[src/rtl/pulp_soc_pkg.sv]
/*
 * Shared constants, enums and the atomic ALU of the reduced SoC tile.
 * Both address windows must stay aligned to their own size.
 */
`default_nettype none

package pulp_soc_pkg;

  // datapath widths
  localparam int unsigned DATA_W     = 32;
  localparam int unsigned ADDR_W     = 32;
  localparam int unsigned ID_W       = 4;
  localparam int unsigned N_CLUSTERS = 4;

  // L2 window
  localparam logic [ADDR_W-1:0] L2_BASE  = 32'h1C00_0000;
  localparam int unsigned       L2_WORDS = 256;
  localparam int unsigned       L2_IDX_W = 8;
  localparam int unsigned       L2_BYTES = L2_WORDS * 4;

  // cluster control peripheral window
  localparam logic [ADDR_W-1:0] PERIPH_BASE  = 32'h1A10_0000;
  localparam int unsigned       PERIPH_SPAN  = 16;
  localparam int unsigned       PERIPH_OFF_W = $clog2(PERIPH_SPAN);

  // peripheral register offsets
  localparam logic [PERIPH_OFF_W-1:0] REG_FETCH_EN = 'h0;
  localparam logic [PERIPH_OFF_W-1:0] REG_EOC      = 'h4;
  localparam logic [PERIPH_OFF_W-1:0] REG_BUSY     = 'h8;

  typedef enum logic [2:0] {
    OP_LOAD  = 3'd0,
    OP_STORE = 3'd1,
    OP_SWAP  = 3'd2,
    OP_ADD   = 3'd3,
    OP_AND   = 3'd4,
    OP_OR    = 3'd5,
    OP_MAX   = 3'd6,
    OP_MIN   = 3'd7
  } amo_op_e;

  typedef enum logic [1:0] {
    RGN_L2     = 2'd0,
    RGN_PERIPH = 2'd1,
    RGN_NONE   = 2'd2
  } region_e;

  // new word of a read-modify-write, loads keep the old word
  function automatic logic [DATA_W-1:0] amo_apply(
    input amo_op_e           op,
    input logic [DATA_W-1:0] old_word,
    input logic [DATA_W-1:0] operand
  );
    logic [DATA_W-1:0] result;
    case (op)
      OP_LOAD:           result = old_word;
      OP_STORE, OP_SWAP: result = operand;
      OP_ADD:            result = old_word + operand;
      OP_AND:            result = old_word & operand;
      OP_OR:             result = old_word | operand;
      // signed compare as in RISC-V amomax.w / amomin.w
      OP_MAX:  result = ($signed(old_word) > $signed(operand)) ? old_word : operand;
      OP_MIN:  result = ($signed(old_word) < $signed(operand)) ? old_word : operand;
      default: result = old_word;
    endcase
    return result;
  endfunction

endpackage

`default_nettype wire

[src/rtl/cluster_ctrl_periph.sv]
/*
 * Cluster control registers: fetch-enable mask plus live eoc and busy.
 * Atomics on the mask use the L2 rules on its zero-extended value.
 */
`timescale 1ns/1ps
`default_nettype none

module cluster_ctrl_periph (
  input  logic                                  clk_i,
  input  logic                                  rst_i,
  input  logic                                  dec_valid_i,
  input  pulp_soc_pkg::region_e                 dec_region_i,
  input  logic [pulp_soc_pkg::PERIPH_OFF_W-1:0] dec_periph_off_i,
  input  pulp_soc_pkg::amo_op_e                 dec_op_i,
  input  logic [pulp_soc_pkg::DATA_W-1:0]       dec_wdata_i,
  input  logic [pulp_soc_pkg::N_CLUSTERS-1:0]   cl_eoc_i,
  input  logic [pulp_soc_pkg::N_CLUSTERS-1:0]   cl_busy_i,
  output logic [pulp_soc_pkg::DATA_W-1:0]       periph_rdata_o,
  output logic [pulp_soc_pkg::N_CLUSTERS-1:0]   cl_fetch_en_o
);
  import pulp_soc_pkg::*;

  localparam int unsigned PAD_W = DATA_W - N_CLUSTERS;

  logic [N_CLUSTERS-1:0] fetch_en_q;
  logic [DATA_W-1:0]     mask_word;
  logic [DATA_W-1:0]     new_word;
  logic                  fetch_en_we;

  assign mask_word = {{PAD_W{1'b0}}, fetch_en_q};
  assign new_word  = amo_apply(dec_op_i, mask_word, dec_wdata_i);

  // decode already rejected writes to the status registers
  assign fetch_en_we = dec_valid_i && (dec_region_i == RGN_PERIPH) &&
                       (dec_periph_off_i == REG_FETCH_EN) && (dec_op_i != OP_LOAD);

  always_comb begin
    case (dec_periph_off_i)
      REG_FETCH_EN: periph_rdata_o = mask_word;
      REG_EOC:      periph_rdata_o = {{PAD_W{1'b0}}, cl_eoc_i};
      REG_BUSY:     periph_rdata_o = {{PAD_W{1'b0}}, cl_busy_i};
      default:      periph_rdata_o = '0;
    endcase
  end

  // only the low bits of the written word are kept
  always_ff @(posedge clk_i) begin
    if (rst_i) begin
      fetch_en_q <= '0;
    end else if (fetch_en_we) begin
      fetch_en_q <= new_word[N_CLUSTERS-1:0];
    end
  end

  assign cl_fetch_en_o = fetch_en_q;

endmodule

`default_nettype wire

[config.mk]
export PLATFORM = sky130hd
export DESIGN_NAME = cluster_ctrl_periph
export DESIGN_NICKNAME = d
export VERILOG_FILES = /design/src/rtl/pulp_soc_pkg.sv /design/src/rtl/cluster_ctrl_periph.sv
export SDC_FILE = /design/constraint.sdc
export NUM_CORES = 1
export LEC_CHECK = 0
export ABC_AREA = 0
export BUFFER_PORTS_ARGS = -buffer_cell sky130_fd_sc_hd__buf_2
export CORE_MARGIN = 2
export CORE_UTILIZATION = 42
export CTS_BUF_LIST = sky130_fd_sc_hd__clkbuf_4 sky130_fd_sc_hd__clkbuf_8
export CTS_CLUSTER_DIAMETER = 100
export DETAILED_ROUTE_END_ITERATION = 10
export GPL_ROUTABILITY_DRIVEN = 0
export PLACE_DENSITY = 0.87
export SLEW_MARGIN = 10
export SYNTH_ARGS = -nofsm -noshare
export SYNTH_HDL_FRONTEND = slang
export SYNTH_SLANG_ARGS = --single-unit
export TNS_END_PERCENT = 1
[constraint.sdc]
create_clock -name clk_i -period 3.7 [get_ports clk_i]
set_input_delay 0.555 -clock clk_i [delete_from_list [all_inputs] [get_ports clk_i]]
set_output_delay 0.555 -clock clk_i [all_outputs]
set_load 0.02 [all_outputs]
==> run summary <==
Async SR Flop Fraction -> 0%
Crit path required time -> 3.84 ns
Crit Path Category -> register to register
critical path arrival -> 2.47 ns
sequential fraction of the synthesis area -> 7.83%
Worst Path Max Fanout -> 6
Net Switching -> 0.0792 mW
synthesized flop and latch total -> 4
r2r startpoint -> cl_fetch_en_o[1]$_SDFFE_PP0P_
DR vias -> 1,098
Comb pwr share -> 50.6%
Worst Path Buf+Inv -> 1
max-cap viol count -> 0
synthesized instance count -> 141
I/O pins -> 88
max frequency -> 0.429 GHz
Total GRT Usage -> 17.8%
# resized after CTS -> 0
Syn Area/Cell -> 7.25 um2
Synth top cells by count -> buf_4, nor2_1, ha_1
Synth cell types -> 38
Area growth, synth to finish -> 21.9%
DRC -> 0
hold_ws -> 0.551 ns
max reg flops -> 4
Post CTS Setup Buffer Count -> 0
Final Max Tran Viols -> 0
delay-heaviest family, CP -> simple AND/OR/NAND/NOR gates
Sink Count -> 4
Worst R2R Path Depth -> 8
antenna violations before repair -> 0
R2R Setup Slk -> 1.37 ns
layout cells sized above 1 -> 32.3%
slack of the critical path -> 1.37 ns
DP HPWL -> 2140 um
htree depth -> 1
final hold violations -> 0
post-synth top area share -> 21.3%
Clock Tree Buf Depth -> 2
clock root buffer -> clkbuf_4
vias per inst -> 4.86
total negative slack -> 0 ns
Hold Path Sink -> cl_fetch_en_o[3]$_SDFFE_PP0P_
drt pass-1 iters -> 4
Initial Util -> 45.3%
grt total ovfl -> 0
skew final -> 0.00130 ns
CP Launch Type -> register
Power Total -> 0.195 mW
P_int -> 0.116 mW
vias in the first global route -> 997
fin crit period -> 2.33 ns
Port Buffers -> 59
NumNets Final -> 265
Post-CTS Hold Fix Bufs -> 0
Hold WC Path Type -> register to register
Wirelength per Cell -> 10.9 um
cell row count -> 17
Core ar. -> 2250 um2
top-count cell post-synth -> buf_4
part of the power in the clock network -> 26.8%
cell total after placement -> 223
leakage power -> 0.673 nW
CP Cell Sequence -> inv_1, ha_1, o21bai_1, a221o_1, a31oi_1, or4b_4, and2_4, a311oi_1
ys flop type -> dfxtp_1
Worst VDD drop -> 0.0927 mV
Ys Warns -> 0
largest cells by area after synthesis -> buf_4, ha_1, dfxtp_1, nor2_1, a21oi_1
first-pass GRT wire length -> 3840 um
CTS tree -> built
hold_sp -> cl_fetch_en_o[3]$_SDFFE_PP0P_
RSZ-0062 raised after global routing -> no
die width -> 53.3 um
Synth Cell Area -> 1020 um2
Post-synth EDFFs -> 0
slowest stage delay, CP -> 0.56 ns
Antenna diodes -> 0
detailed router's first-iteration violation count -> 14
Detail Route Antenna Nets -> 0
pin count of the biggest net entering global routing -> 14
CP Capture Type -> register
leading area contributor after synthesis -> buf_4
Sw Ratio -> 40.6%
crit path max-delay cell type -> or4b_4
status -> finished, final reports clean
Tcrit/Tclk final -> 63.0%
detailed-route wire length -> 2460 um
Layout Cells excl Fill -> 226
clock latency on the worst-skew pair -> 0.23 ns
filler cell count -> 235
RR Endpoint -> cl_fetch_en_o[2]$_SDFFE_PP0P_
CTS clk-pin slew, worst paths -> 0.04 ns
Hold Crit Depth -> 2
post-place setup slack -> 1.16 ns
Final setup viols -> 0
die height -> 53.3 um
total clock buffers created by CTS -> 3
P per Cell Area -> 156 nW/um2
Seq pwr share -> 22.6%
die area -> 2840 um2
-- power groups by stage --
stage | registers [mW] | logic, mW | clock network (mW)
finish | 0.0440 | 0.0986 | 0.0523
global route | 0.0439 | 0.110 | 0.0594
CTS | 0.0439 | 0.0978 | 0.0550
detailed placement | 0.0446 | 0.0975 | 0
global placement | 0.0446 | 0.0959 | 0
floorplan | 0.0448 | 0.0834 | 0
-- worst max-delay path by stage --
stage | start | to | slack [ns] | depth (start not counted)
after floorplan | dec_wdata_i[1] | cl_fetch_en_o[2]$_SDFFE_PP0P_ | 1.44 | 8
after global placement | dec_wdata_i[1] | cl_fetch_en_o[2]$_SDFFE_PP0P_ | 1.25 | 9
after detailed placement | dec_wdata_i[1] | cl_fetch_en_o[2]$_SDFFE_PP0P_ | 1.16 | 9
after CTS | cl_fetch_en_o[1]$_SDFFE_PP0P_ | cl_fetch_en_o[2]$_SDFFE_PP0P_ | 1.37 | 8
after global routing | cl_fetch_en_o[1]$_SDFFE_PP0P_ | cl_fetch_en_o[0]$_SDFFE_PP0P_ | 1.20 | 8
final | cl_fetch_en_o[1]$_SDFFE_PP0P_ | cl_fetch_en_o[2]$_SDFFE_PP0P_ | 1.37 | 8
-- cell families after synthesis --
kind of cell	after synthesis	synth area share (%)
flops	4	7.83
fa+ha+maj	13	16.6
buf+inv	43	26.6
simple gates	45	24.4
xor+xnor	2	1.71
compound gates	28	17.6
mux	5	4.90
other cells	1	0.367
-- area by class of cell --
cell class / instances / area, um2 / share of cell area (%)
multi-input combinational: 121 / 772 / 61.9
timing repair buffer: 59 / 295 / 23.7
sequential: 4 / 80.1 / 6.43
inverter: 11 / 41.3 / 3.31
tap: 28 / 35.0 / 2.81
clock buffer: 3 / 22.5 / 1.81
-- layout by cell type (no fill, tap or decap), types with 5 or more instances in the layout --
cell type | synthesis | final
a211oi_1 | 5 | 5
conb_1 | 1 | 28
a21oi_1 | 10 | 10
inv_1 | 11 | 11
mux2i_1 | 5 | 5
ha_1 | 12 | 12
buf_2 | 1 | 59
nor4_1 | 7 | 7
nor2_1 | 14 | 14
-- layer usage --
layer  vias up  wire [um]  track usage [%]
li1        558          -                -
met5         -          0                0
met4         0          7             7.26
met3         2        231             2.82
met2        49       1280             35.8
met1       489        939             17.5
-- through the flow --
stage,area (um2),utilization (%)
after global routing,1250,55.3
after global placement,1220,54.3
final,1250,55.3
after detailed placement,1220,54.3
after floorplan,1120,-
after CTS,1250,55.3
-- worst register-to-register path: stages, from the launching register on --
cell and delay [ns]:
dfxtp_1 0.43, inv_1 0.11, ha_1 0.33, o21bai_1 0.19, a221o_1 0.17, a31oi_1 0.10, or4b_4 0.56, and2_4 0.17
a311oi_1 0.19
No activity file was read; power rests on OpenSTA's default activity.
