### config.mk
export PLATFORM = sky130hd
export DESIGN_NAME = soc_addr_decode
export DESIGN_NICKNAME = d
export VERILOG_FILES = /design/src/rtl/pulp_soc_pkg.sv /design/src/rtl/soc_addr_decode.sv
export SDC_FILE = /design/constraint.sdc
export NUM_CORES = 1
export LEC_CHECK = 0
export BUFFER_PORTS_ARGS = -buffer_cell sky130_fd_sc_hd__buf_2
export CAP_MARGIN = 20
export CORE_MARGIN = 3
export CORE_UTILIZATION = 42
export CTS_BUF_LIST = sky130_fd_sc_hd__clkbuf_8
export DETAILED_ROUTE_END_ITERATION = 16
export GPL_TIMING_DRIVEN = 0
export PLACE_DENSITY = 0.8
export SLEW_MARGIN = 10
export SYNTH_ARGS = -nofsm -noshare
export SYNTH_HDL_FRONTEND = slang
export SYNTH_SLANG_ARGS = --single-unit
### constraint.sdc
create_clock -name clk_i -period 1.8 [get_ports clk_i]
set_input_delay 0.36 -clock clk_i [delete_from_list [all_inputs] [get_ports clk_i]]
set_output_delay 0.36 -clock clk_i [all_outputs]
set_load 0.01 [all_outputs]
### src/rtl/pulp_soc_pkg.sv
/*
 * Shared constants, enums and the atomic ALU of the reduced SoC tile.
 * Both address windows must stay aligned to their own size.
 */
`default_nettype none

package pulp_soc_pkg;

  // datapath widths
  localparam int unsigned DATA_W     = 32;
  localparam int unsigned ADDR_W     = 32;
  localparam int unsigned ID_W       = 4;
  localparam int unsigned N_CLUSTERS = 4;

  // L2 window
  localparam logic [ADDR_W-1:0] L2_BASE  = 32'h1C00_0000;
  localparam int unsigned       L2_WORDS = 256;
  localparam int unsigned       L2_IDX_W = 8;
  localparam int unsigned       L2_BYTES = L2_WORDS * 4;

  // cluster control peripheral window
  localparam logic [ADDR_W-1:0] PERIPH_BASE  = 32'h1A10_0000;
  localparam int unsigned       PERIPH_SPAN  = 16;
  localparam int unsigned       PERIPH_OFF_W = $clog2(PERIPH_SPAN);

  // peripheral register offsets
  localparam logic [PERIPH_OFF_W-1:0] REG_FETCH_EN = 'h0;
  localparam logic [PERIPH_OFF_W-1:0] REG_EOC      = 'h4;
  localparam logic [PERIPH_OFF_W-1:0] REG_BUSY     = 'h8;

  typedef enum logic [2:0] {
    OP_LOAD  = 3'd0,
    OP_STORE = 3'd1,
    OP_SWAP  = 3'd2,
    OP_ADD   = 3'd3,
    OP_AND   = 3'd4,
    OP_OR    = 3'd5,
    OP_MAX   = 3'd6,
    OP_MIN   = 3'd7
  } amo_op_e;

  typedef enum logic [1:0] {
    RGN_L2     = 2'd0,
    RGN_PERIPH = 2'd1,
    RGN_NONE   = 2'd2
  } region_e;

  // new word of a read-modify-write, loads keep the old word
  function automatic logic [DATA_W-1:0] amo_apply(
    input amo_op_e           op,
    input logic [DATA_W-1:0] old_word,
    input logic [DATA_W-1:0] operand
  );
    logic [DATA_W-1:0] result;
    case (op)
      OP_LOAD:           result = old_word;
      OP_STORE, OP_SWAP: result = operand;
      OP_ADD:            result = old_word + operand;
      OP_AND:            result = old_word & operand;
      OP_OR:             result = old_word | operand;
      // signed compare as in RISC-V amomax.w / amomin.w
      OP_MAX:  result = ($signed(old_word) > $signed(operand)) ? old_word : operand;
      OP_MIN:  result = ($signed(old_word) < $signed(operand)) ? old_word : operand;
      default: result = old_word;
    endcase
    return result;
  endfunction

endpackage

`default_nettype wire

### src/rtl/soc_addr_decode.sv
/*
 * Decode stage, one request per cycle with no stall.
 * Unaligned, unmapped and illegal peripheral accesses leave as RGN_NONE.
 */
`timescale 1ns/1ps
`default_nettype none

module soc_addr_decode (
  input  logic                                  clk_i,
  input  logic                                  rst_i,
  input  logic                                  req_i,
  input  pulp_soc_pkg::amo_op_e                 req_op_i,
  input  logic [pulp_soc_pkg::ADDR_W-1:0]       req_addr_i,
  input  logic [pulp_soc_pkg::DATA_W-1:0]       req_wdata_i,
  input  logic [pulp_soc_pkg::ID_W-1:0]         req_id_i,
  output logic                                  dec_valid_o,
  output pulp_soc_pkg::region_e                 dec_region_o,
  output logic [pulp_soc_pkg::L2_IDX_W-1:0]     dec_l2_idx_o,
  output logic [pulp_soc_pkg::PERIPH_OFF_W-1:0] dec_periph_off_o,
  output pulp_soc_pkg::amo_op_e                 dec_op_o,
  output logic [pulp_soc_pkg::DATA_W-1:0]       dec_wdata_o,
  output logic [pulp_soc_pkg::ID_W-1:0]         dec_id_o
);
  import pulp_soc_pkg::*;

  logic [ADDR_W-1:0]       l2_off;
  logic [ADDR_W-1:0]       periph_off;
  logic [PERIPH_OFF_W-1:0] reg_off;
  logic                    misaligned;
  logic                    l2_hit;
  logic                    periph_hit;
  logic                    known_reg;
  logic                    status_reg;
  region_e                 region_d;

  assign l2_off     = req_addr_i - L2_BASE;
  assign periph_off = req_addr_i - PERIPH_BASE;
  assign reg_off    = periph_off[PERIPH_OFF_W-1:0];
  assign misaligned = |req_addr_i[1:0];

  assign l2_hit     = (req_addr_i >= L2_BASE) && (l2_off < L2_BYTES);
  assign periph_hit = (req_addr_i >= PERIPH_BASE) && (periph_off < PERIPH_SPAN);

  // offset 0xc is inside the window but has no register
  assign status_reg = (reg_off == REG_EOC) || (reg_off == REG_BUSY);
  assign known_reg  = (reg_off == REG_FETCH_EN) || status_reg;

  always_comb begin
    region_d = RGN_NONE;
    if (!misaligned) begin
      if (l2_hit) begin
        region_d = RGN_L2;
      end else if (periph_hit && known_reg && !(status_reg && req_op_i != OP_LOAD)) begin
        // status registers only take loads
        region_d = RGN_PERIPH;
      end
    end
  end

  always_ff @(posedge clk_i) begin
    if (rst_i) begin
      dec_valid_o <= 1'b0;
    end else begin
      dec_valid_o <= req_i;
    end
  end

  always_ff @(posedge clk_i) begin
    if (req_i) begin
      dec_region_o     <= region_d;
      dec_l2_idx_o     <= l2_off[L2_IDX_W+1:2];
      dec_periph_off_o <= reg_off;
      dec_op_o         <= req_op_i;
      dec_wdata_o      <= req_wdata_i;
      dec_id_o         <= req_id_i;
    end
  end

endmodule

`default_nettype wire

==> results of run 1 <==
==> cells in the mapped netlist, types with 2 or more instances <==
master     n
edfxtp_1  51
nor2_1     3
nor4_2     3
o21ai_0    3
buf_4      2
nand2_1    2
nand4_1    2
nor2b_1    2
nor3_1     2
nor4_1     2
or3_1      2
==> final cells by class <==
type                    count  area share (%)
multi-input cells          31           8.285
flip-flops and latches     52           60.08
clock inverters             3          0.5814
repair buffers            128           25.39
plain buffers               2          0.5814
clock buffers               5           2.665
well taps                  50           2.422
==> worst max-delay path, delay by kind of cell <==
family | cells | cell delay, ns
buf+inv | 1 | 0.11
compound gates | 2 | 0.36
simple gates | 2 | 0.60
==> through the flow <==
stage	area, um2	instances
6_report	2582	271
3_3_place_gp	2479	262
2_1_floorplan	1780	85
5_1_grt	2582	271
3_5_place_dp	2479	262
4_1_cts	2562	270
==> state kept, by name (all words and copies together), names as in the netlist <==
signal / flops
dec_region_o: 2
dec_id_o: 4
dec_op_o: 3
dec_wdata_o: 32
dec_l2_idx_o: 8
dec_periph_off_o: 2
dec_valid_o: 1
==> worst paths after layout <==
check / start / endpoint / slack [ns] / depth (start not counted)
max: req_addr_i[22] / dec_region_o[0] / 0.42 / 5
min: rst_i / dec_valid_o / 0.22 / 2
==> report_power, final <==
| group | internal, W | switching [W] | total (W) |
|---|---|---|---|
| Sequential | 0.00143 | 0.0000223 | 0.00145 |
| Combinational | 0.000135 | 0.000148 | 0.000282 |
| Clock | 0.000264 | 0.000337 | 0.000601 |
| Total | 0.00183 | 0.000507 | 0.00234 |
==> routing by layer <==
metal | GRT usage (%) | vias up | routed length (um)
met4 | 4.384 | 0 | 44
met3 | 6.818 | 6 | 477
met1 | 16.40 | 585 | 1469
met5 | 0 | - | 0
li1 | - | 613 | -
met2 | 27.50 | 88 | 2043
==> logic make-up (layout without fill, tap and decap cells) <==
logic type             after synthesis  after routing  synth area share (%)
buffers and inverters                2            138                0.8430
flip-flops                          52             52                 87.14
AND/OR/NAND/NOR                     23             23                 8.784
AO/OA/AOI/OAI                        8              8                 3.233
==> impl_metrics.py, run 1 <==
metrics = {
    "run_status": {
        "run_status": "finished clean",
    },
    "drt": {
        "drtIter0Drc": 69,
        "ant_nets": 0,
        "drc_errors": 0,
        "vias": 1292,
        "viasPerCell": 4.768,
        "drt_pass1_iterations": 4,
        "wl_per_cell_um": 14.89,
        "drt-total-wl_um": 4034,
    },
    "sta": {
        "worst_pin_slew_ns": 0.5063,
        "hold_violations": 0,
        "fmax_mhz": 724.1,
        "slew_violations": 0,
        "finalCritPeriodShare_pct": 76.72,
        "setup_viol": 0,
        "fin_tns_setup_ns": 0,
        "fin_hold_ws_ns": 0.2216,
        "slew_headroom_pct": 66.25,
        "setup_ws_ns": 0.4190,
        "rsz0062_at_grt": "no",
        "min_period_ns": 1.381,
    },
    "clock_network": {
        "postCtsSetupBuffers": 0,
        "path_clk_slew_ns": 0.08,
        "cts.htree.levels": 2,
        "clk_path_buf_depth": 2,
        "cts-resized-gates": 0,
        "cts_root_buf": "clkbuf_8",
        "numCtsBuffers": 5,
        "cts.sinks": 52,
        "hold_buffers": 0,
        "cts_tree": "yes",
    },
    "floorplanning": {
        "chipHeight_um": 71.11,
        "start_util_pct": 43.88,
        "die_width_um": 71.11,
        "io_pins": 128,
        "design.core.area_mm2": 0.004058,
        "rows": 23,
        "die-area_mm2": 0.005057,
    },
    "global_routing": {
        "grt_pass1_vias": 1247,
        "grt_pass1_wl_um": 5934,
        "grt_usage_pct": 15.39,
        "grt_max_degree": 53,
        "grt_overflow_total": 0,
        "grt_antenna_before_repair": 0,
    },
    "min_path": {
        "hp-class": "input port to register",
    },
    "yosys": {
        "synthArstFlopShare_pct": 0,
        "yosys_register_bits": 52,
        "synth.area.top_cells": "edfxtp_1, nor4_2, dfxtp_1",
        "ys_types": 22,
        "avgSynthCellArea_um2": 20.95,
        "synthFlopType": "edfxtp_1",
        "syn_area_mm2": 0.001780,
        "yosysWarnings": 0,
        "netlist_instances": 85,
        "syn-num-nets": 159,
        "synth_top_area_cell": "edfxtp_1",
        "synth_edf_count": 51,
        "synth_top_cell_area_share_pct": 86.02,
        "ys_seq_area_share_pct": 87.14,
    },
    "final_layout": {
        "drive_above_1_share_pct": 63.80,
        "seqCellArea_mm2": 0.001551,
        "layout.nets": 294,
        "synthToLayoutAreaGrowth_pct": 45.05,
        "fillers": 303,
        "postLayoutCoreUtil_pct": 63.64,
        "final_cell_mix": "buf_2, edfxtp_1, clkbuf_8",
        "multi_input_area_um2": 214.0,
        "num_antenna_cells": 0,
        "final_common_cell": "buf_2",
    },
    "flow_run": {
        "cap_viol_max_count": 0,
    },
    "power_and_ir_drop": {
        "ir_worst_vdd_uv": 411.0,
        "power.density_mw_per_mm2": 904.7,
        "power_w": 0.002336,
        "cellLeakagePower_nw": 1.113,
    },
    "placed_design": {
        "dp_hpwl_um": 3230,
        "gp_congestion": 0.7076,
        "place_ws_ns": 0.08468,
        "port-buffer-count": 127,
    },
    "worst_setup_path": {
        "start_kind": "input port",
        "worst_ep_required_time_ns": 1.85,
        "crit_slowest_cell": "or3_1",
        "end_kind": "register",
        "cp.arrival_ns": 1.43,
        "critPathMaxStageDelay_ns": 0.34,
        "crit_fanout": 3,
        "path_cells": "buf_2 > nor3_2 > a211oi_1 > or3_1 > o2111a_1",
        "critPathKind": "input port to register",
    },
}
Note: power is estimated with default switching activity, not from simulation.
==> run 2: changes to the inputs <==
- CORE_UTILIZATION: 42 -> 37
- PLACE_DENSITY: 0.8 -> 0.75
- clock period: 1.8 -> 1.2 ns (I/O delays scaled with it)
==> run 2 against run 1 <==
- setup slack worse by 0.42 ns
- count of clock-buffer cells in the layout stayed put
- critical path type unchanged
- critical endpoint unchanged
- largest cell class unchanged
- final area rose by 3.2%
==> impl_metrics.py, run 2 (synthesis gave the netlist of run 1 again) <==
metrics = {
    "run_status": {
        "run_status": "finished clean",
    },
    "drt": {
        "wl_per_cell_um": 14.59,
        "drtIter0Drc": 56,
        "drc_errors": 0,
        "drt_pass1_iterations": 4,
        "vias": 1265,
        "viasPerCell": 4.634,
        "ant_nets": 0,
        "drt-total-wl_um": 3982,
    },
    "final_layout": {
        "fillers": 345,
        "num_antenna_cells": 0,
        "fin_cells": 273,
        "stdcell_area_mm2": 0.002665,
        "multi_input_area_um2": 270.3,
        "largest_register_ffs": 32,
        "top_register": "dec_wdata_o",
        "final_cell_mix": "buf_2, edfxtp_1, clkbuf_8",
        "layout.nets": 294,
        "postLayoutCoreUtil_pct": 59.17,
        "top_regs": "dec_wdata_o: 32 flops, dec_l2_idx_o: 8 flops, dec_id_o: 4 flops",
        "final_common_cell": "buf_2",
        "drive_above_1_share_pct": 66.06,
        "synthToLayoutAreaGrowth_pct": 49.68,
        "seqCellArea_mm2": 0.001551,
    },
    "clock_network": {
        "cts_tree": "yes",
        "clk_path_buf_depth": 2,
        "path_clk_slew_ns": 0.08,
        "numCtsBuffers": 5,
        "cts.htree.levels": 2,
        "cts_root_buf": "clkbuf_8",
        "cts.sinks": 52,
    },
    "sta": {
        "min_period_ns": 1.197,
        "rsz0062_at_grt": "yes",
        "fmax_mhz": 835.1,
        "finalCritPeriodShare_pct": 99.79,
        "hold_violations": 0,
        "setup_viol": 0,
        "slew_headroom_pct": 75.43,
        "slew_violations": 0,
        "worst_pin_slew_ns": 0.3685,
    },
    "flow_run": {
        "cap_viol_max_count": 0,
    },
    "min_path": {
        "holdPathStages": 2,
        "hold_path_end": "dec_valid_o",
        "hp-start": "rst_i",
        "hp-class": "input port to register",
    },
    "global_routing": {
        "grt_pass1_vias": 1195,
        "grt_overflow_total": 0,
        "grt_max_degree": 53,
        "grt_antenna_before_repair": 0,
        "grt_pass1_wl_um": 5492,
        "grt_usage_pct": 13.34,
    },
    "floorplanning": {
        "design.core.area_mm2": 0.004504,
        "start_util_pct": 39.53,
        "chipHeight_um": 75.37,
        "die_width_um": 75.37,
        "die-area_mm2": 0.005681,
        "rows": 24,
        "io_pins": 128,
    },
    "placed_design": {
        "gp_congestion": 0.7292,
        "dp_hpwl_um": 3042,
        "postPlaceCellArea_mm2": 0.002487,
        "port-buffer-count": 127,
        "dp_cells": 264,
    },
    "power_and_ir_drop": {
        "power_w": 0.003564,
        "cellLeakagePower_nw": 1.139,
        "ir_worst_vdd_uv": 563.6,
        "power.density_mw_per_mm2": 1337,
    },
    "worst_setup_path": {
        "start_kind": "input port",
        "worst_ep_required_time_ns": 1.25,
        "cp.arrival_ns": 1.25,
        "critPathKind": "input port to register",
        "crit_fanout": 2,
        "end_kind": "register",
    },
}
[run 2: metal layers]
layer  up-vias  GRT usage, %  routed length (um)
li1        612             -                   -
met1       556         13.47                1270
met5         -             0                   0
met2        92         23.78                2079
met4         0         5.825                  65
met3         5         5.805                 566
[run 2: power breakdown]
group          leakage, nW  switching, W  internal (W)
Sequential           0.507     0.0000304       0.00215
Clock               0.0455      0.000538      0.000407
Combinational        0.586      0.000233      0.000210
[run 2: how the worst max path moves through the flow]
stage | start | cells after the start | slack, ns | end
finish | req_addr_i[29] | 4 | 0.003 | dec_region_o[0]
global route | req_addr_i[21] | 5 | -0.04 | dec_region_o[0]
CTS | dec_l2_idx_o[0] | 2 | 0.0009 | dec_periph_off_o[2]
detailed placement | req_addr_i[10] | 5 | -0.34 | dec_region_o[1]
global placement | req_addr_i[10] | 5 | -0.34 | dec_region_o[1]
floorplan | req_addr_i[29] | 3 | -0.12 | dec_region_o[0]
[run 2: final cells by class]
type | count | area share [%]
clock buffers | 5 | 2.582
clock inverters | 3 | 0.7512
multi-input cells | 31 | 10.14
flip-flops and latches | 52 | 58.22
well taps | 52 | 2.441
repair buffers | 130 | 25.87
[run 2: timing repair]
item                                    CTS  global route
pin swaps                                 5             2
buffers inserted                          2             0
hold buffers                              0             0
resized for setup                         4             7
endpoints found under the setup margin    4             4
[run 2: worst max-delay path, stage by stage]
cell,delay [ns]
buf_2,0.10
or2_1,0.26
or3_1,0.38
o2111a_1,0.26
[run 2: metrics by stage]
step	setup TNS, ns	hold WS (ns)	setup WS, ns
4_1_cts	0	0.08273	0.0008650
6_report	0	0.09075	0.002542
3_3_place_gp	-14.32	0.3973	-0.3353
2_1_floorplan	-0.2040	0.3116	-0.1204
5_1_grt	-0.06135	0.08510	-0.04452
3_5_place_dp	-15.28	0.3991	-0.3407
