[config.mk]
export PLATFORM = sky130hd
export DESIGN_NAME = soc_resp_merge
export DESIGN_NICKNAME = d
export VERILOG_FILES = /design/src/rtl/pulp_soc_pkg.sv /design/src/rtl/soc_resp_merge.sv
export SDC_FILE = /design/constraint.sdc
export NUM_CORES = 1
export LEC_CHECK = 0
export BUFFER_PORTS_ARGS = -buffer_cell sky130_fd_sc_hd__buf_4
export CORE_MARGIN = 4
export CORE_UTILIZATION = 42
export CTS_CLUSTER_SIZE = 12
export DETAILED_ROUTE_END_ITERATION = 10
export PLACE_DENSITY = 0.79
export SYNTH_ARGS = -nofsm -noshare
export SYNTH_HDL_FRONTEND = slang
export SYNTH_SLANG_ARGS = --single-unit
[constraint.sdc]
create_clock -name clk_i -period 1.3 [get_ports clk_i]
set_input_delay 0.26 -clock clk_i [delete_from_list [all_inputs] [get_ports clk_i]]
set_output_delay 0.26 -clock clk_i [all_outputs]
set_load 0.02 [all_outputs]
[src/rtl/pulp_soc_pkg.sv]
/*
 * Shared constants, enums and the atomic ALU of the reduced SoC tile.
 * Both address windows must stay aligned to their own size.
 */
`default_nettype none

package pulp_soc_pkg;

  // datapath widths
  localparam int unsigned DATA_W     = 32;
  localparam int unsigned ADDR_W     = 32;
  localparam int unsigned ID_W       = 4;
  localparam int unsigned N_CLUSTERS = 4;

  // L2 window
  localparam logic [ADDR_W-1:0] L2_BASE  = 32'h1C00_0000;
  localparam int unsigned       L2_WORDS = 256;
  localparam int unsigned       L2_IDX_W = 8;
  localparam int unsigned       L2_BYTES = L2_WORDS * 4;

  // cluster control peripheral window
  localparam logic [ADDR_W-1:0] PERIPH_BASE  = 32'h1A10_0000;
  localparam int unsigned       PERIPH_SPAN  = 16;
  localparam int unsigned       PERIPH_OFF_W = $clog2(PERIPH_SPAN);

  // peripheral register offsets
  localparam logic [PERIPH_OFF_W-1:0] REG_FETCH_EN = 'h0;
  localparam logic [PERIPH_OFF_W-1:0] REG_EOC      = 'h4;
  localparam logic [PERIPH_OFF_W-1:0] REG_BUSY     = 'h8;

  typedef enum logic [2:0] {
    OP_LOAD  = 3'd0,
    OP_STORE = 3'd1,
    OP_SWAP  = 3'd2,
    OP_ADD   = 3'd3,
    OP_AND   = 3'd4,
    OP_OR    = 3'd5,
    OP_MAX   = 3'd6,
    OP_MIN   = 3'd7
  } amo_op_e;

  typedef enum logic [1:0] {
    RGN_L2     = 2'd0,
    RGN_PERIPH = 2'd1,
    RGN_NONE   = 2'd2
  } region_e;

  // new word of a read-modify-write, loads keep the old word
  function automatic logic [DATA_W-1:0] amo_apply(
    input amo_op_e           op,
    input logic [DATA_W-1:0] old_word,
    input logic [DATA_W-1:0] operand
  );
    logic [DATA_W-1:0] result;
    case (op)
      OP_LOAD:           result = old_word;
      OP_STORE, OP_SWAP: result = operand;
      OP_ADD:            result = old_word + operand;
      OP_AND:            result = old_word & operand;
      OP_OR:             result = old_word | operand;
      // signed compare as in RISC-V amomax.w / amomin.w
      OP_MAX:  result = ($signed(old_word) > $signed(operand)) ? old_word : operand;
      OP_MIN:  result = ($signed(old_word) < $signed(operand)) ? old_word : operand;
      default: result = old_word;
    endcase
    return result;
  endfunction

endpackage

`default_nettype wire

[src/rtl/soc_resp_merge.sv]
/*
 * Result stage, registers one response per cycle.
 * Responses cannot be stalled and must be taken when valid.
 */
`timescale 1ns/1ps
`default_nettype none

module soc_resp_merge (
  input  logic                            clk_i,
  input  logic                            rst_i,
  input  logic                            dec_valid_i,
  input  pulp_soc_pkg::region_e           dec_region_i,
  input  pulp_soc_pkg::amo_op_e           dec_op_i,
  input  logic [pulp_soc_pkg::ID_W-1:0]   dec_id_i,
  input  logic [pulp_soc_pkg::DATA_W-1:0] l2_rdata_i,
  input  logic [pulp_soc_pkg::DATA_W-1:0] periph_rdata_i,
  output logic                            resp_valid_o,
  output logic [pulp_soc_pkg::DATA_W-1:0] resp_rdata_o,
  output logic [pulp_soc_pkg::ID_W-1:0]   resp_id_o,
  output logic                            resp_err_o
);
  import pulp_soc_pkg::*;

  logic [DATA_W-1:0] rdata_d;

  always_comb begin
    case (dec_region_i)
      RGN_L2:     rdata_d = l2_rdata_i;
      RGN_PERIPH: rdata_d = periph_rdata_i;
      default:    rdata_d = '0;
    endcase
    // stores return no data
    if (dec_op_i == OP_STORE) begin
      rdata_d = '0;
    end
  end

  always_ff @(posedge clk_i) begin
    if (rst_i) begin
      resp_valid_o <= 1'b0;
      resp_err_o   <= 1'b0;
    end else begin
      resp_valid_o <= dec_valid_i;
      resp_err_o   <= dec_valid_i && (dec_region_i == RGN_NONE);
    end
  end

  always_ff @(posedge clk_i) begin
    if (dec_valid_i) begin
      resp_rdata_o <= rdata_d;
      resp_id_o    <= dec_id_i;
    end
  end

endmodule

`default_nettype wire

==> impl_metrics.prom, run 1 <==
# TYPE chip_impl_metric gauge
chip_impl_info{name="crit_path_end_kind",value="output pin"} 1
chip_impl_metric{name="die_outline_area",unit="um2"} 5408
chip_impl_info{name="layout.cells.most_common_list",value="buf_4 (114), edfxtp_1 (36), mux2i_1 (32)"} 1
chip_impl_metric{name="setup_fix_buffers_added_after_clock_tree_synthesis",unit=""} 0
chip_impl_info{name="crit_slowest_cell",value="edfxtp_1"} 1
chip_impl_info{name="timing.critical_path.from_type",value="flip-flop"} 1
chip_impl_metric{name="timing.hold.ws",unit="ns"} 0.1479
chip_impl_info{name="hold_start",value="rst_i"} 1
chip_impl_metric{name="drv.max_cap_violation_count",unit=""} 0
chip_impl_metric{name="cts-hold-fix-buffers",unit=""} 0
chip_impl_metric{name="routed_via_density",unit=""} 4.907
chip_impl_info{name="rsz_0062_raised_after_global_routing",value="no"} 1
chip_impl_metric{name="clkTransAtPathRegs",unit="ns"} 0.06
chip_impl_metric{name="gp_congestion",unit=""} 0.6432
chip_impl_metric{name="power.density",unit="nW/um2"} 1064
chip_impl_metric{name="max-slew-margin-rel",unit=""} 0.7437
chip_impl_metric{name="power.leakage",unit="nW"} 1.255
chip_impl_metric{name="ys_seq_area_frac",unit=""} 0.6214
chip_impl_metric{name="firstDrtPassIters",unit=""} 4
chip_impl_metric{name="h_tree_levels",unit=""} 2
chip_impl_metric{name="fin_setup_tns",unit="ns"} 0
chip_impl_metric{name="final-hold-violation-count",unit=""} 0
chip_impl_metric{name="cpPeakStageDelay",unit="ns"} 0.40
chip_impl_metric{name="finalWirelength",unit="mm"} 4.226
chip_impl_metric{name="top_level_ports",unit=""} 114
chip_impl_metric{name="maximum_number_of_pins_on_one_net_before_global_route_repair",unit=""} 34
chip_impl_metric{name="critical_path_peak_fanout",unit=""} 1
chip_impl_metric{name="grt_remaining_overflow",unit=""} 0
chip_impl_metric{name="place.port_buffers",unit=""} 113
chip_impl_metric{name="detail_route.iter0.violations",unit=""} 84
chip_impl_info{name="worstHoldEndpoint",value="resp_valid_o"} 1
chip_impl_metric{name="clk_path_buf_depth",unit=""} 2
chip_impl_metric{name="crit_cells",unit=""} 1
chip_impl_metric{name="core_area",unit="um2"} 4086
chip_impl_metric{name="maxClockFrequency",unit="GHz"} 0.9074
chip_impl_metric{name="syn-mean-instance-area",unit="um2"} 15.55
chip_impl_metric{name="worstMarginPinSlew",unit="ns"} 0.3845
chip_impl_info{name="mostFrequentLayoutCell",value="buf_4"} 1
chip_impl_metric{name="die_w",unit="um"} 73.54
chip_impl_metric{name="insertedDiodeCount",unit=""} 0
chip_impl_metric{name="cts_made_buffers",unit=""} 5
chip_impl_info{name="cp_cell_sequence",value="buf_4"} 1
chip_impl_metric{name="cts_repair_resize_count",unit=""} 0
chip_impl_metric{name="initial_antenna_violation_count",unit=""} 0
chip_impl_metric{name="num-nets-final",unit=""} 306
chip_impl_metric{name="wire_per_inst",unit="um"} 15.04
chip_impl_metric{name="post-route-period-util",unit=""} 0.8477
chip_impl_info{name="critical_path_class",value="flip-flop to output pin"} 1
chip_impl_metric{name="syn-num-nets",unit=""} 192
chip_impl_metric{name="initial_utilization",unit=""} 0.4415
chip_impl_info{name="cts_tree",value="built"} 1
chip_impl_metric{name="route.vias.total",unit=""} 1379
chip_impl_info{name="timing.critical_path.max_delay_family",value="flip-flops"} 1
chip_impl_metric{name="cts_sinks",unit=""} 38
chip_impl_metric{name="setup_violations",unit=""} 0
chip_impl_metric{name="final-max-slew-violation-count",unit=""} 0
chip_impl_metric{name="syn_area",unit="um2"} 1804
chip_impl_metric{name="critical_path_arrival",unit="ns"} 0.84
chip_impl_info{name="worst_hold_path_type",value="primary input to flip-flop"} 1
chip_impl_metric{name="layout-drive-gt1-share",unit=""} 0.5801
chip_impl_metric{name="synth.ff_latch_count",unit=""} 38
chip_impl_metric{name="worst-path-buf-inv",unit=""} 1
chip_impl_metric{name="grt.total_usage",unit=""} 0.1625
chip_impl_metric{name="synthCells",unit=""} 116
chip_impl_metric{name="synthesis_warning_total",unit=""} 0
chip_impl_metric{name="place.detailed.hpwl",unit="mm"} 3.341
chip_impl_metric{name="area_growth",unit="%"} 53.47
chip_impl_metric{name="drt_drc_violations_left",unit=""} 0
chip_impl_metric{name="grt_first_pass_wirelength",unit="mm"} 6.686
chip_impl_metric{name="worst_hold_path.num_cells",unit=""} 2
chip_impl_info{name="clockRootBuffer",value="clkbuf_8"} 1
chip_impl_metric{name="floorplan.die.height",unit="um"} 73.54
chip_impl_metric{name="cell_variety_after_synth",unit=""} 12
chip_impl_metric{name="finalWorstPathRequiredPeriod",unit="ns"} 1.102
chip_impl_metric{name="antenna_left",unit=""} 0
chip_impl_metric{name="number_of_global_route_vias_before_repair",unit=""} 1431
chip_impl_metric{name="fp-row-count",unit=""} 23
chip_impl_metric{name="peakVddDrop",unit="mV"} 0.5621
chip_impl_metric{name="worst-endpoint-required",unit="ns"} 1.04
chip_impl_info{name="outcome",value="completed"} 1
==> per-stage QoR <==
| stage | instance area [um2] | total power [mW] | worst slack (ns) | utilization | instances |
|---|---|---|---|---|---|
| after global placement | 2679 | 2.181 | 0.1355 | 0.6555 | 273 |
| after CTS | 2769 | 2.985 | 0.1807 | 0.6776 | 281 |
| final | 2769 | 2.947 | 0.1980 | 0.6776 | 281 |
| after floorplan | 1804 | 1.825 | 0.2581 | - | 116 |
| after detailed placement | 2679 | 2.198 | 0.09051 | 0.6555 | 273 |
| after global routing | 2769 | 3.091 | 0.1593 | 0.6776 | 281 |
==> area by class of cell <==
cell class                 instances  area [um2]
sequential                        38        1121
multi-input combinational         67       559.3
tap                               50       62.56
clock buffer                       8       90.09
fill                             329        1318
timing repair buffer             118       935.9
==> power breakdown <==
group | internal (mW) | switching [mW] | leakage (nW)
clock network | 0.432 | 0.355 | 0.0455
registers | 1.45 | 0.0266 | 0.363
logic | 0.357 | 0.322 | 0.846
==> cells in the mapped netlist <==
master | count | share of area
nor2b_1 | 1 | 0.0035
nor3_1 | 23 | 0.064
nor3_2 | 9 | 0.050
buf_12 | 3 | 0.033
dfxtp_1 | 2 | 0.022
clkbuf_1 | 1 | 0.0021
and3b_1 | 1 | 0.0049
buf_2 | 3 | 0.0083
mux2i_1 | 32 | 0.18
nor3b_4 | 1 | 0.010
buf_6 | 4 | 0.025
edfxtp_1 | 36 | 0.60
==> sequential cells by signal, summed over array words and instances (netlist names) <==
signal,count
resp_rdata_o,32
resp_err_o,1
resp_id_o,4
resp_valid_o,1
==> per-layer routing <==
layer	up-vias	GRT usage	wire [um]
met1	615	0.1845	1462
met2	88	0.2638	2052
met4	0	0.05231	44
met3	4	0.08482	666
met5	-	0	0
li1	672	-	-
==> cell families (layout without fill, tap and decap cells) <==
logic type,Yosys count,count (layout),synth area share
flops,38,38,0.6214
mux,32,32,0.1775
simple gates,35,35,0.1325
buf+inv,11,126,0.06865
==> worst max path at each step <==
stage | to | slack, ns | start
finish | resp_rdata_o[17] | 0.20 | resp_rdata_o[17]
global route | resp_rdata_o[17] | 0.16 | resp_rdata_o[17]
CTS | resp_rdata_o[17] | 0.18 | resp_rdata_o[17]
detailed placement | resp_rdata_o[17] | 0.09 | dec_op_i[1]
global placement | resp_rdata_o[7] | 0.14 | dec_op_i[1]
floorplan | resp_rdata_o[0] | 0.26 | dec_op_i[1]
No activity file was read; power rests on OpenSTA's default activity.
==> inputs of run 2 (changes only) <==
--- a/config.mk
+++ b/config.mk
@@ -7,10 +7,10 @@
 export LEC_CHECK = 0
 export BUFFER_PORTS_ARGS = -buffer_cell sky130_fd_sc_hd__buf_4
 export CORE_MARGIN = 4
-export CORE_UTILIZATION = 42
+export CORE_UTILIZATION = 38
 export CTS_CLUSTER_SIZE = 12
 export DETAILED_ROUTE_END_ITERATION = 10
-export PLACE_DENSITY = 0.79
+export PLACE_DENSITY = 0.76
 export SYNTH_ARGS = -nofsm -noshare
 export SYNTH_HDL_FRONTEND = slang
 export SYNTH_SLANG_ARGS = --single-unit
==> constraint.sdc (replaced) <==
create_clock -name clk_i -period 1 [get_ports clk_i]
set_input_delay 0.2 -clock clk_i [delete_from_list [all_inputs] [get_ports clk_i]]
set_output_delay 0.2 -clock clk_i [all_outputs]
set_load 0.02 [all_outputs]
==> run 2 against run 1 <==
  * The flow now finishes with violations (negative setup slack)
  * Core utilization shrank 2.3 points
  * Cell area increased by 5.7%
  * Power grew 33%
==> impl_metrics.prom, run 2 (synthesis gave the netlist of run 1 again) <==
# TYPE chip_impl_metric gauge
chip_impl_info{name="crit_path_end_kind",value="output pin"} 1
chip_impl_metric{name="critical_path_arrival",unit="ns"} 0.83
chip_impl_info{name="outcome",value="finished, violations left"} 1
chip_impl_info{name="rsz_0062_raised_after_global_routing",value="yes"} 1
chip_impl_metric{name="area_growth",unit="%"} 62.27
chip_impl_info{name="worst_hold_path_type",value="primary input to flip-flop"} 1
chip_impl_metric{name="max-slew-margin-rel",unit=""} 0.7396
chip_impl_metric{name="core_area",unit="um2"} 4474
chip_impl_metric{name="final-max-slew-violation-count",unit=""} 0
chip_impl_metric{name="num-nets-final",unit=""} 310
chip_impl_info{name="max_flop_register",value="resp_rdata_o"} 1
chip_impl_info{name="violations",value="negative setup slack"} 1
chip_impl_info{name="cp_cell_sequence",value="buf_6"} 1
chip_impl_metric{name="filler_cell_count",unit=""} 364
chip_impl_metric{name="multi_input_area",unit="um2"} 559.3
chip_impl_metric{name="wire_per_inst",unit="um"} 16.49
chip_impl_metric{name="top_level_ports",unit=""} 114
chip_impl_metric{name="fp-row-count",unit=""} 24
chip_impl_metric{name="power.leakage",unit="nW"} 1.316
chip_impl_metric{name="antenna_left",unit=""} 0
chip_impl_metric{name="worstMarginPinSlew",unit="ns"} 0.3906
chip_impl_metric{name="final_area",unit="um2"} 2928
chip_impl_metric{name="initial_antenna_violation_count",unit=""} 0
chip_impl_metric{name="layout-drive-gt1-share",unit=""} 0.5872
chip_impl_info{name="timing.critical_path.max_delay_family",value="flip-flops"} 1
chip_impl_metric{name="initial_utilization",unit=""} 0.4032
chip_impl_metric{name="place.port_buffers",unit=""} 113
chip_impl_metric{name="pre_cts_ws",unit="ns"} -0.1263
chip_impl_metric{name="finalWirelength",unit="mm"} 4.734
chip_impl_metric{name="area.sequential",unit="um2"} 1121
chip_impl_info{name="critical_path_class",value="flip-flop to output pin"} 1
chip_impl_info{name="clockRootBuffer",value="clkbuf_8"} 1
chip_impl_metric{name="power.density",unit="nW/um2"} 1335
chip_impl_metric{name="grt.total_usage",unit=""} 0.1618
chip_impl_metric{name="worst-endpoint-required",unit="ns"} 0.80
chip_impl_metric{name="placedInstanceArea",unit="um2"} 2711
chip_impl_info{name="cts_tree",value="built"} 1
chip_impl_metric{name="die_outline_area",unit="um2"} 5914
chip_impl_metric{name="drv.max_cap_violation_count",unit=""} 0
chip_impl_info{name="largestRegisters",value="resp_rdata_o: 32 flops, resp_id_o: 4 flops"} 1
chip_impl_metric{name="cts-hold-fix-buffers",unit=""} 0
chip_impl_metric{name="critical_path_peak_fanout",unit=""} 1
chip_impl_metric{name="peakVddDrop",unit="mV"} 0.6289
chip_impl_metric{name="post-route-period-util",unit=""} 1.027
chip_impl_metric{name="die_w",unit="um"} 76.91
chip_impl_metric{name="clkTransAtPathRegs",unit="ns"} 0.07
chip_impl_metric{name="number_of_global_route_vias_before_repair",unit=""} 1489
chip_impl_metric{name="floorplan.die.height",unit="um"} 76.91
chip_impl_metric{name="largest_register_ffs",unit=""} 32
chip_impl_metric{name="cpPeakStageDelay",unit="ns"} 0.40
chip_impl_metric{name="timing.hold.ws",unit="ns"} 0.07528
chip_impl_metric{name="place.detailed.hpwl",unit="mm"} 3.658
chip_impl_metric{name="totalPowerFinal",unit="mW"} 3.907
chip_impl_metric{name="final.setup.worst_slack",unit="ns"} -0.02682
chip_impl_metric{name="h_tree_levels",unit=""} 2
chip_impl_metric{name="setup_violations",unit=""} 35
chip_impl_metric{name="grt_remaining_overflow",unit=""} 0
chip_impl_metric{name="setup_fix_buffers_added_after_clock_tree_synthesis",unit=""} 0
chip_impl_metric{name="cts_made_buffers",unit=""} 5
chip_impl_metric{name="grt_first_pass_wirelength",unit="mm"} 7.452
chip_impl_metric{name="route.vias.total",unit=""} 1406
chip_impl_metric{name="insertedDiodeCount",unit=""} 0
chip_impl_metric{name="worst-path-buf-inv",unit=""} 1
chip_impl_metric{name="maximum_number_of_pins_on_one_net_before_global_route_repair",unit=""} 34
chip_impl_metric{name="drt_drc_violations_left",unit=""} 0
chip_impl_metric{name="detail_route.iter0.violations",unit=""} 75
chip_impl_info{name="crit_slowest_cell",value="edfxtp_1"} 1
chip_impl_info{name="timing.critical_path.from_type",value="flip-flop"} 1
chip_impl_info{name="mostFrequentLayoutCell",value="buf_4"} 1
chip_impl_metric{name="firstDrtPassIters",unit=""} 4
chip_impl_metric{name="gp_congestion",unit=""} 0.7141
chip_impl_metric{name="cts_sinks",unit=""} 38
chip_impl_metric{name="finalCoreUtilization",unit=""} 0.6544
chip_impl_metric{name="clk_path_buf_depth",unit=""} 2
chip_impl_metric{name="maxClockFrequency",unit="GHz"} 0.9739
chip_impl_metric{name="finalWorstPathRequiredPeriod",unit="ns"} 1.027
chip_impl_info{name="layout.cells.most_common_list",value="buf_4 (82), buf_6 (36), edfxtp_1 (36)"} 1
chip_impl_metric{name="final-hold-violation-count",unit=""} 0
chip_impl_metric{name="routed_via_density",unit=""} 4.899
[run 2: cell types whose count changed in the layout (fill, tap and decap cells not counted)]
| cell | previous run | this run |
|---|---|---|
| clkbuf_1 | 2 | 1 |
| clkbuf_8 | 6 | 5 |
| buf_4 | 114 | 82 |
| buf_6 | 0 | 36 |
| clkinv_2 | 0 | 1 |
| clkinv_1 | 0 | 1 |
[run 2: per-stage QoR]
step / instances / setup TNS (ns)
after CTS: 287 / -0.8345
after global placement: 279 / -3.322
final: 287 / -0.4184
after floorplan: 116 / 0
after detailed placement: 279 / -3.534
after global routing: 287 / -1.575
[run 2: area by class of cell]
type | instances | area share
flip-flops and latches | 38 | 0.3829
repair buffers | 122 | 0.3761
multi-input cells | 67 | 0.1910
clock buffers | 6 | 0.02479
well taps | 52 | 0.02222
clock inverters | 2 | 0.002991
[run 2: report_power, final]
| part | leakage (nW) | internal, mW | total, mW | switching (mW) |
|---|---|---|---|---|
| clock network | 0.0426 | 0.479 | 0.979 | 0.500 |
| logic | 0.910 | 0.548 | 0.977 | 0.430 |
| registers | 0.363 | 1.89 | 1.95 | 0.0570 |
[run 2: what timing repair did]
action | in CTS | in global routing
cloned | 0 | 0
setup endpoints to repair | 36 | 36
resized for setup | 33 | 3
pin swaps | 0 | 0
[run 2: worst paths after layout]
kind,start,end,slack [ns],cells after the start
max,resp_rdata_o[14],resp_rdata_o[14],-0.03,1
min,rst_i,resp_valid_o,0.08,2
[run 2: layer usage]
layer	global-route usage	wire length, um	vias to the layer above	share of wire
li1	-	-	680	-
met1	0.1792	1701	652	0.36
met2	0.2848	2500	66	0.53
met3	0.05621	452	8	0.095
met4	0.05978	78	0	0.016
met5	0	0	-	0
